--- src/arb_settings.svh ---
// size macros for the triple-redundant round-robin arbiter
// input count, payload width, index width and tree node count
`ifndef ARB_SETTINGS_SVH
`define ARB_SETTINGS_SVH

// number of arbitrated inputs
// the tree is built without partial leaves, so this has to be a power of two
`define ARB_NUM_IN 8

// payload width of every input in bits
`define ARB_DATA_W 32

// bits needed for an input index and for the priority pointer
`define ARB_IDX_W 3

// internal nodes of the binary tree, one fewer than the inputs
`define ARB_NODES 7

`endif

--- src/arb_pkg.sv ---
// vector types shared by the arbiter RTL and its testbench
// index, request vector, payload word and node select vector
`include "arb_settings.svh"

package arb_pkg;

  // an input index or the round-robin priority pointer
  typedef logic [`ARB_IDX_W-1:0] idx_t;

  // one bit per input, used for requests and for grants
  typedef logic [`ARB_NUM_IN-1:0] req_vec_t;

  // one payload word
  typedef logic [`ARB_DATA_W-1:0] data_t;

  // one select bit per internal tree node
  // node 0 is the root, node n has children 2n+1 (lower) and 2n+2 (upper)
  // a set bit means the node passes on its upper child
  typedef logic [`ARB_NODES-1:0] node_sel_t;

endpackage

--- src/arb_tree.sv ---
// combinational round-robin tree of one replica
// requests and index go up, the grant comes down the chosen path
`timescale 1ns/1ps
`include "arb_settings.svh"

module arb_tree import arb_pkg::*; (
  input  req_vec_t  req_eff_i,
  input  idx_t      rr_i,
  input  logic      gnt_i,
  output logic      req_o,
  output idx_t      idx_o,
  output req_vec_t  gnt_o,
  output node_sel_t node_sel_o
);

  // per-node request, grant and partial index
  logic req_nodes [`ARB_NODES];
  logic gnt_nodes [`ARB_NODES];
  idx_t idx_nodes [`ARB_NODES];

  // the root faces the downstream side
  assign req_o        = req_nodes[0];
  assign idx_o        = idx_nodes[0];
  assign gnt_nodes[0] = gnt_i;

  // level 0 is the root and takes the pointer MSB
  // the leaf level sits right above the inputs and takes pointer bit 0
  for (genvar lv = 0; lv < `ARB_IDX_W; lv++) begin : gen_levels
    for (genvar l = 0; l < 2 ** lv; l++) begin : gen_nodes
      localparam int unsigned node  = 2 ** lv - 1 + l;
      localparam int unsigned c_lo  = 2 * node + 1;
      localparam int unsigned c_hi  = 2 * node + 2;
      localparam int unsigned rr_bit = `ARB_IDX_W - 1 - lv;

      ////////////////////////////////////////
      // leaf nodes fed by the inputs
      ////////////////////////////////////////
      if (lv == `ARB_IDX_W - 1) begin : gen_leaf
        assign req_nodes[node] = req_eff_i[2*l] | req_eff_i[2*l+1];

        // upper input when the lower is idle, or both request and the pointer says so
        assign node_sel_o[node] = ~req_eff_i[2*l] | (req_eff_i[2*l+1] & rr_i[rr_bit]);

        // the leaf only decides the index LSB
        assign idx_nodes[node] = idx_t'(node_sel_o[node]);

        // a grant reaches an input only if it is requesting and chosen
        assign gnt_o[2*l]   = gnt_nodes[node] & req_eff_i[2*l]   & ~node_sel_o[node];
        assign gnt_o[2*l+1] = gnt_nodes[node] & req_eff_i[2*l+1] &  node_sel_o[node];

      ////////////////////////////////////////
      // inner nodes fed by two child nodes
      ////////////////////////////////////////
      end else begin : gen_inner
        assign req_nodes[node] = req_nodes[c_lo] | req_nodes[c_hi];

        // same rule as the leaves, with the pointer bit of this level
        assign node_sel_o[node] = ~req_nodes[c_lo] | (req_nodes[c_hi] & rr_i[rr_bit]);

        // take the chosen child's lower bits and add this level's bit on top
        // the child index is zero above its own level, so an OR is enough
        assign idx_nodes[node] =
          (node_sel_o[node] ? idx_nodes[c_hi] : idx_nodes[c_lo]) |
          (idx_t'(node_sel_o[node]) << rr_bit);

        // pass the grant to the chosen child only
        assign gnt_nodes[c_lo] = gnt_nodes[node] & ~node_sel_o[node];
        assign gnt_nodes[c_hi] = gnt_nodes[node] &  node_sel_o[node];
      end
    end
  end

endmodule

--- src/data_mux_tree.sv ---
// payload multiplexer tree steered by the voted node selects
// one vote over the three replicas' select vectors
`timescale 1ns/1ps
`include "arb_settings.svh"

module data_mux_tree import arb_pkg::*; (
  input  node_sel_t [2:0]              node_sel_i,
  input  data_t     [`ARB_NUM_IN-1:0]  data_i,
  output data_t                        data_o,
  output logic                         fault_o
);

  node_sel_t sel_voted;
  data_t     data_nodes [`ARB_NODES];

  // the payload path follows the majority decision of the three trees
  tmr_voter #(.WIDTH(`ARB_NODES)) i_sel_vote (
    .a_i        (node_sel_i[0]),
    .b_i        (node_sel_i[1]),
    .c_i        (node_sel_i[2]),
    .majority_o (sel_voted),
    .fault_o    (fault_o)
  );

  // same node numbering as the arbitration tree
  for (genvar lv = 0; lv < `ARB_IDX_W; lv++) begin : gen_levels
    for (genvar l = 0; l < 2 ** lv; l++) begin : gen_nodes
      localparam int unsigned node = 2 ** lv - 1 + l;
      localparam int unsigned c_lo = 2 * node + 1;
      localparam int unsigned c_hi = 2 * node + 2;

      if (lv == `ARB_IDX_W - 1) begin : gen_leaf
        // leaves pick between two neighbouring inputs
        assign data_nodes[node] = sel_voted[node] ? data_i[2*l+1] : data_i[2*l];
      end else begin : gen_inner
        assign data_nodes[node] = sel_voted[node] ? data_nodes[c_hi] : data_nodes[c_lo];
      end
    end
  end

  // the root holds the winning payload
  assign data_o = data_nodes[0];

endmodule

--- src/rr_state.sv ---
// state of one arbiter replica with the fair next-pointer search
// pointer, lock flag and held requests, each voted with the peer replicas
`timescale 1ns/1ps
`include "arb_settings.svh"

module rr_state import arb_pkg::*; (
  input  logic           clk_i,
  input  logic           rst_ni,
  input  logic           flush_i,
  input  req_vec_t       req_i,
  input  logic           req_out_i,
  input  logic           gnt_i,
  input  idx_t     [1:0] peer_rr_i,
  input  logic     [1:0] peer_lock_i,
  input  req_vec_t [1:0] peer_req_i,
  output idx_t           rr_next_o,
  output logic           lock_next_o,
  output req_vec_t       req_next_o,
  output idx_t           rr_o,
  output req_vec_t       req_eff_o,
  output logic           fault_o
);

  idx_t     rr_q, rr_d, rr_voted;
  logic     lock_q, lock_d, lock_voted;
  req_vec_t req_q, req_eff, req_voted;
  idx_t     served_idx, served_dist;
  idx_t     upper_idx, lower_idx;
  logic     upper_any;
  logic     rr_fault, lock_fault, req_fault;

  ////////////////////////////////////////
  // lock-in
  ////////////////////////////////////////

  // while locked the tree sees the vector held at the stalled edge
  // so the arbitration decision cannot move until it is served
  assign req_eff = lock_q ? req_q : req_i;

  // a request that goes out without a grant locks the decision
  assign lock_d = req_out_i & ~gnt_i;

  ////////////////////////////////////////
  // fair next-pointer search
  ////////////////////////////////////////

  always_comb begin : p_next_idx
    served_idx  = rr_q;
    served_dist = '1;
    upper_idx   = '0;
    lower_idx   = '0;
    upper_any   = 1'b0;
    // the tree descends towards the pointer wherever that half requests
    // so it serves the requester with the smallest XOR distance to the pointer
    for (int i = 0; i < `ARB_NUM_IN; i++) begin
      if (req_eff[i] && ((idx_t'(i) ^ rr_q) <= served_dist)) begin
        served_idx  = idx_t'(i);
        served_dist = idx_t'(i) ^ rr_q;
      end
    end
    // scan from the top so that the lowest set bit in each half wins
    // the upper half holds requests above the served input, the lower half the rest
    for (int i = `ARB_NUM_IN - 1; i >= 0; i--) begin
      if (req_eff[i]) begin
        if (idx_t'(i) > served_idx) begin
          upper_idx = idx_t'(i);
          upper_any = 1'b1;
        end else begin
          lower_idx = idx_t'(i);
        end
      end
    end
  end

  // the pointer only moves on a transfer, and wraps when nothing is above it
  assign rr_d = (req_out_i && gnt_i) ? (upper_any ? upper_idx : lower_idx) : rr_q;

  // unvoted next values go out to the two peer replicas
  assign rr_next_o   = rr_d;
  assign lock_next_o = lock_d;
  assign req_next_o  = req_eff;

  ////////////////////////////////////////
  // peer vote and registers
  ////////////////////////////////////////

  tmr_voter #(.WIDTH(`ARB_IDX_W)) i_rr_vote (
    .a_i        (rr_d),
    .b_i        (peer_rr_i[0]),
    .c_i        (peer_rr_i[1]),
    .majority_o (rr_voted),
    .fault_o    (rr_fault)
  );

  tmr_voter #(.WIDTH(1)) i_lock_vote (
    .a_i        (lock_d),
    .b_i        (peer_lock_i[0]),
    .c_i        (peer_lock_i[1]),
    .majority_o (lock_voted),
    .fault_o    (lock_fault)
  );

  tmr_voter #(.WIDTH(`ARB_NUM_IN)) i_req_vote (
    .a_i        (req_eff),
    .b_i        (peer_req_i[0]),
    .c_i        (peer_req_i[1]),
    .majority_o (req_voted),
    .fault_o    (req_fault)
  );

  // each register takes the majority, so one upset replica is corrected
  // at the next edge
  always_ff @(posedge clk_i or negedge rst_ni) begin : p_state_regs
    if (!rst_ni) begin
      rr_q   <= '0;
      lock_q <= 1'b0;
      req_q  <= '0;
    end else if (flush_i) begin
      rr_q   <= '0;
      lock_q <= 1'b0;
      req_q  <= '0;
    end else begin
      rr_q   <= rr_voted;
      lock_q <= lock_voted;
      req_q  <= req_voted;
    end
  end

  assign rr_o      = rr_q;
  assign req_eff_o = req_eff;
  assign fault_o   = rr_fault | lock_fault | req_fault;

endmodule

--- src/tmr_rr_arb.sv ---
// top of the triple-redundant round-robin arbiter
// three state blocks and trees, peer routing, output voters and data mux
`timescale 1ns/1ps
`include "arb_settings.svh"

module tmr_rr_arb import arb_pkg::*; (
  input  logic                       clk_i,
  input  logic                       rst_ni,
  input  logic                       flush_i,
  input  req_vec_t                   req_i,
  input  data_t    [`ARB_NUM_IN-1:0] data_i,
  input  logic                       gnt_i,
  output logic                       req_o,
  output req_vec_t                   gnt_o,
  output idx_t                       idx_o,
  output data_t                      data_o,
  output logic                       fault_o
);

  // per-replica next values shared with the peers
  idx_t      [2:0] rr_next;
  logic      [2:0] lock_next;
  req_vec_t  [2:0] req_next;

  // per-replica links between state block and tree
  idx_t      [2:0] rr_q;
  req_vec_t  [2:0] req_eff;
  logic      [2:0] req_out;
  idx_t      [2:0] idx_out;
  req_vec_t  [2:0] gnt_out;
  node_sel_t [2:0] node_sel;

  logic      [2:0] state_fault;
  logic            gnt_fault, req_fault, idx_fault, mux_fault;

  ////////////////////////////////////////
  // replicas
  ////////////////////////////////////////
  for (genvar i = 0; i < 3; i++) begin : gen_replica
    idx_t     [1:0] peer_rr;
    logic     [1:0] peer_lock;
    req_vec_t [1:0] peer_req;

    // each replica sees the other two in rotating order
    for (genvar j = 0; j < 2; j++) begin : gen_peer
      assign peer_rr[j]   = rr_next[(i + j + 1) % 3];
      assign peer_lock[j] = lock_next[(i + j + 1) % 3];
      assign peer_req[j]  = req_next[(i + j + 1) % 3];
    end

    rr_state i_state (
      .clk_i       (clk_i),
      .rst_ni      (rst_ni),
      .flush_i     (flush_i),
      .req_i       (req_i),
      .req_out_i   (req_out[i]),
      .gnt_i       (gnt_i),
      .peer_rr_i   (peer_rr),
      .peer_lock_i (peer_lock),
      .peer_req_i  (peer_req),
      .rr_next_o   (rr_next[i]),
      .lock_next_o (lock_next[i]),
      .req_next_o  (req_next[i]),
      .rr_o        (rr_q[i]),
      .req_eff_o   (req_eff[i]),
      .fault_o     (state_fault[i])
    );

    arb_tree i_tree (
      .req_eff_i  (req_eff[i]),
      .rr_i       (rr_q[i]),
      .gnt_i      (gnt_i),
      .req_o      (req_out[i]),
      .idx_o      (idx_out[i]),
      .gnt_o      (gnt_out[i]),
      .node_sel_o (node_sel[i])
    );
  end

  ////////////////////////////////////////
  // output voting
  ////////////////////////////////////////
  tmr_voter #(.WIDTH(`ARB_NUM_IN)) i_gnt_vote (
    .a_i (gnt_out[0]), .b_i (gnt_out[1]), .c_i (gnt_out[2]),
    .majority_o (gnt_o), .fault_o (gnt_fault)
  );

  tmr_voter #(.WIDTH(1)) i_req_vote (
    .a_i (req_out[0]), .b_i (req_out[1]), .c_i (req_out[2]),
    .majority_o (req_o), .fault_o (req_fault)
  );

  tmr_voter #(.WIDTH(`ARB_IDX_W)) i_idx_vote (
    .a_i (idx_out[0]), .b_i (idx_out[1]), .c_i (idx_out[2]),
    .majority_o (idx_o), .fault_o (idx_fault)
  );

  // the payload is steered by the voted selects rather than voted itself
  data_mux_tree i_data_mux (
    .node_sel_i (node_sel),
    .data_i     (data_i),
    .data_o     (data_o),
    .fault_o    (mux_fault)
  );

  assign fault_o = |state_fault | gnt_fault | req_fault | idx_fault | mux_fault;

endmodule

--- src/tmr_voter.sv ---
// bitwise two-out-of-three majority voter
// flags any disagreement between the three copies
`timescale 1ns/1ps

module tmr_voter #(
  parameter int unsigned WIDTH = 1
) (
  input  logic [WIDTH-1:0] a_i,
  input  logic [WIDTH-1:0] b_i,
  input  logic [WIDTH-1:0] c_i,
  output logic [WIDTH-1:0] majority_o,
  output logic             fault_o
);

  // a bit is set when at least two of the copies have it set
  assign majority_o = (a_i & b_i) | (a_i & c_i) | (b_i & c_i);

  // any copy that differs from another one is a fault
  // a single upset shows up here even though the vote masks it
  assign fault_o = |((a_i ^ b_i) | (a_i ^ c_i));

endmodule
--- config.mk ---
export PLATFORM = sky130hd
export DESIGN_NAME = tmr_rr_arb
export DESIGN_NICKNAME = d
export VERILOG_FILES = /design/src/arb_pkg.sv /design/src/arb_tree.sv /design/src/data_mux_tree.sv /design/src/rr_state.sv /design/src/tmr_rr_arb.sv /design/src/tmr_voter.sv
export VERILOG_INCLUDE_DIRS = /design/src
export SDC_FILE = /design/constraint.sdc
export NUM_CORES = 1
export LEC_CHECK = 0
export CAP_MARGIN = 20
export CORE_ASPECT_RATIO = 1.1
export CORE_MARGIN = 5
export CORE_UTILIZATION = 40
export CTS_CLUSTER_DIAMETER = 100
export CTS_CLUSTER_SIZE = 16
export DETAILED_ROUTE_END_ITERATION = 8
export DONT_BUFFER_PORTS = 1
export GPL_TIMING_DRIVEN = 1
export HOLD_SLACK_MARGIN = 0.15
export PLACE_DENSITY = 0.65
export RECOVER_POWER = 25
export SETUP_SLACK_MARGIN = 0.3
export SKIP_CTS_REPAIR_TIMING = 1
export SYNTH_ARGS = -nofsm -noshare
export SYNTH_HDL_FRONTEND = slang
export SYNTH_SLANG_ARGS = --single-unit
--- constraint.sdc ---
create_clock -name clk_i -period 27.3 [get_ports clk_i]
set_clock_uncertainty 0.15 [all_clocks]
set_input_delay 5.46 -clock clk_i [delete_from_list [all_inputs] [get_ports clk_i]]
set_output_delay 5.46 -clock clk_i [all_outputs]
set_load 0.02 [all_outputs]
==> out/results.tsv <==
metric	value	unit
largest fanout on the critical path	10	
worst slew margin relative to its limit	0.266	
width of the die	152	um
H-tree level count	2	
setup TNS after final layout	0	ps
Fmax	44.1	MHz
fraction of the mapped netlist area in adder cells	0.167	
drt total wl	37.6	mm
post-synth design cell area	8820	sq um
Synth area leaders	sky130_fd_sc_hd__ha_1 (16%), sky130_fd_sc_hd__mux2_2 (11%), sky130_fd_sc_hd__dfrtp_1 (10%), sky130_fd_sc_hd__nand2_1 (6.8%), sky130_fd_sc_hd__o21ai_0 (6.1%)	
transition at the pin with the smallest max-transition slack	1090	ps
top_reg_cell synth	sky130_fd_sc_hd__dfrtp_1	
launch point of the critical path	req_i[1]	
cell count of the worst hold path	5	
xor and xnor fraction of the mapped netlist area	0	
hpwl dp	31.1	mm
final critical-path required period	22680	ps
number of violations reported at the end of detailed-routing iteration 0	938	
overall global routing resource usage	0.285	
Required @ worst endpoint	21690	ps
Simple-Gate Fraction of Synth Area	0.217	
Mean Syn Cell Area	7.32	sq um
depth of the most critical reg-to-reg path	44	
latest clock arrival within the worst-skew pair	280	ps
buffer and inverter count on the worst path	1	
most numerous cell in the Yosys netlist	sky130_fd_sc_hd__nand2_1	
cell taking the most area after synthesis	sky130_fd_sc_hd__ha_1	
maximum cell stage delay along the critical path	550	ps
outcome	complete, no violations	
register-to-register setup slack	15270	ps
number of buffers added on ports	0	
number of optimization iterations in the first detailed-route pass	5	
Initial Util	0.403	
Final Max Slew Viols	0	
clock sinks	36	
Yosys reg bits	36	
kind of launch point of the worst setup path	input pin	
Post-Layout Inst Area	9220	sq um
number of cells produced by synthesis	1205	
proportion of synthesized area in mux cells	0.181	
Yosys warning count	0	
num rows	57	
Crit. End Element	output pin	
Core Box Area	21900	sq um
via count of the first global-routing pass	9348	
clock tree from TritonCTS	done	
smallest hold slack	870	ps
hold wc startpoint	gen_replica[1].i_state.req_q[2]$_DFF_PN0_	
Final Wtd Congestion	1.06	
Net Count, Synth	1587	
maximum vdd drop	0.0394	mV
worst min path class	flop to flop	
main combinational cell family by area after synthesis	compound AO/OA/AOI/OAI gates	
Worst path slowest cell	sky130_fd_sc_hd__a211oi_1	
fin util	0.421	
leading post-synthesis cells by instance count	sky130_fd_sc_hd__nand2_1 (160), sky130_fd_sc_hd__ha_1 (114), sky130_fd_sc_hd__o21ai_0 (108), sky130_fd_sc_hd__nor2_1 (105), sky130_fd_sc_hd__mux2_2 (86)	
Finish-stage setup viols	0	
Reg-to-Reg End	gen_replica[0].i_state.rr_o[0]$_DFF_PN0_	
via density per instance	6.56	
share of async-settable or async-resettable flops after synthesis	1.00	
Worst R2R Start	gen_replica[2].i_state.lock_q$_DFF_PN0_	
Detail Route Antenna Nets	0	
hold worst-path end	gen_replica[2].i_state.req_q[2]$_DFF_PN0_	
total via count after detailed routing	9609	
number of top-level design ports	313	
average wire per standard cell	25.7	um
share of the clock period used by the worst path after layout	0.831	
CTS max path bufs	2	
Yosys cell types	87	
antenna violations before repair	11	
total overflow reported by the global router	0	
area of the die	25100	sq um
area fraction of the dominant cell type after synthesis	0.162	
die height	166	um
maximum number of pins on one net before global-route repair	66	
layout cells sized above 1	0.131	
Area Growth Syn to Fin	4.47	%
root buffer cell	sky130_fd_sc_hd__clkbuf_16	
Setup CP Type	input pin to output pin	
final hold vios	0	
wire length of the first global-routing pass	55.7	mm
count of maximum capacitance violations	0	
final layout net count	1541	
cell area after placement	9050	sq um
cell type group with the largest total delay on the critical path	compound AO/OA/AOI/OAI gates	
total CTS buffers	5	
standby leakage power	0.00404	uW
arrival time worst endpoint	17070	ps
clock transition at the registers of the reported paths	50	ps
number of synthesized flops with an enable pin	0	
setup repair after global routing missed its margin	false	
pwr dens	102	nW/um^2
DRC violation count after routing	0	
part of the Yosys area used for sequential elements	0.102	
Most Frequent Cell on Critical Path	sky130_fd_sc_hd__ha_1	
fraction of the mapped netlist area in compound gates	0.271	
==> flip-flops by register name, indices dropped and copies added (netlist names) <==
name,flops
gen_replica.i_state.lock_q,3
gen_replica.i_state.req_q,24
gen_replica.i_state.rr_o,9
==> layout by cell type (no fill, tap or decap), types with 10 or more instances in the layout <==
cell type                  count
sky130_fd_sc_hd__a211oi_1     14
sky130_fd_sc_hd__inv_2        10
sky130_fd_sc_hd__o21ai_0     108
sky130_fd_sc_hd__a21oi_1      44
sky130_fd_sc_hd__mux2_2       86
sky130_fd_sc_hd__nand2_1     160
sky130_fd_sc_hd__o211ai_1     35
sky130_fd_sc_hd__diode_2      10
sky130_fd_sc_hd__dfrtp_1      36
sky130_fd_sc_hd__o21a_1       11
sky130_fd_sc_hd__o21ai_1      19
sky130_fd_sc_hd__nor3_1       31
sky130_fd_sc_hd__nand3_1      60
sky130_fd_sc_hd__ha_1        114
sky130_fd_sc_hd__buf_4        17
sky130_fd_sc_hd__inv_1        46
sky130_fd_sc_hd__a211o_1      12
sky130_fd_sc_hd__a21o_1       10
sky130_fd_sc_hd__mux2i_1      49
sky130_fd_sc_hd__nor2_1      105
sky130_fd_sc_hd__nor4_1       20
sky130_fd_sc_hd__nor2b_1      11
==> cells by family (layout without fill, tap and decap cells) <==
| group | Yosys count | after routing |
|---|---|---|
| simple gates | 422 | 422 |
| compound gates | 357 | 357 |
| mux | 143 | 143 |
| buf+inv | 128 | 83 |
| fa+ha+maj | 119 | 119 |
| flops | 36 | 36 |
| other cells | 0 | 10 |
==> how the worst max path moves through the flow <==
stage	end	slack [ps]	cells past startpoint
2_1_floorplan	fault_o	6270	49
3_3_place_gp	fault_o	5000	46
3_5_place_dp	fault_o	4900	46
4_1_cts	fault_o	4800	46
5_1_grt	fault_o	3780	46
6_report	fault_o	4620	46
==> per-stage QoR <==
stage	total power (uW)	setup slack, ps	std cells
2_1_floorplan	683	6270	1205
3_3_place_gp	857	5000	1447
3_5_place_dp	871	4900	1447
4_1_cts	929	4800	1455
5_1_grt	1030	3780	1462
6_report	940	4620	1465
==> routing by layer <==
metal  track usage  up-vias  wire length [um]
li1              -     4441                 -
met1         0.367     4494             14700
met2         0.465      573             17400
met3        0.0682       93              3740
met4         0.101        8              1780
met5             0        -                43
==> report_power, final <==
part | internal (uW) | switching (uW) | leakage, uW
combinational | 291 | 511 | 0.00350
clock | 34.0 | 20.6 | 0.0000682
sequential | 62.0 | 20.8 | 0.000469
total | 387 | 553 | 0.00404
==> tightest hold or removal path, delay by kind of cell (launching register included) <==
kind	cells	cell delay, ps
multiplexers	1	130
AND/OR/NAND/NOR	2	180
adder cells (fa/ha/maj)	1	160
buffers and inverters	1	130
flip-flops	1	370
==> cell type report <==
cell class	instances	area (sq um)
Antenna cell	10	25.0
Clock buffer	7	133
Clock inverter	1	8.76
Fill cell	2277	12700
Inverter	58	218
Multi-Input combinational cell	1041	7440
Sequential cell	36	901
Tap cell	295	369
Timing Repair Buffer	17	128
(Power assumes the default switching activity.)
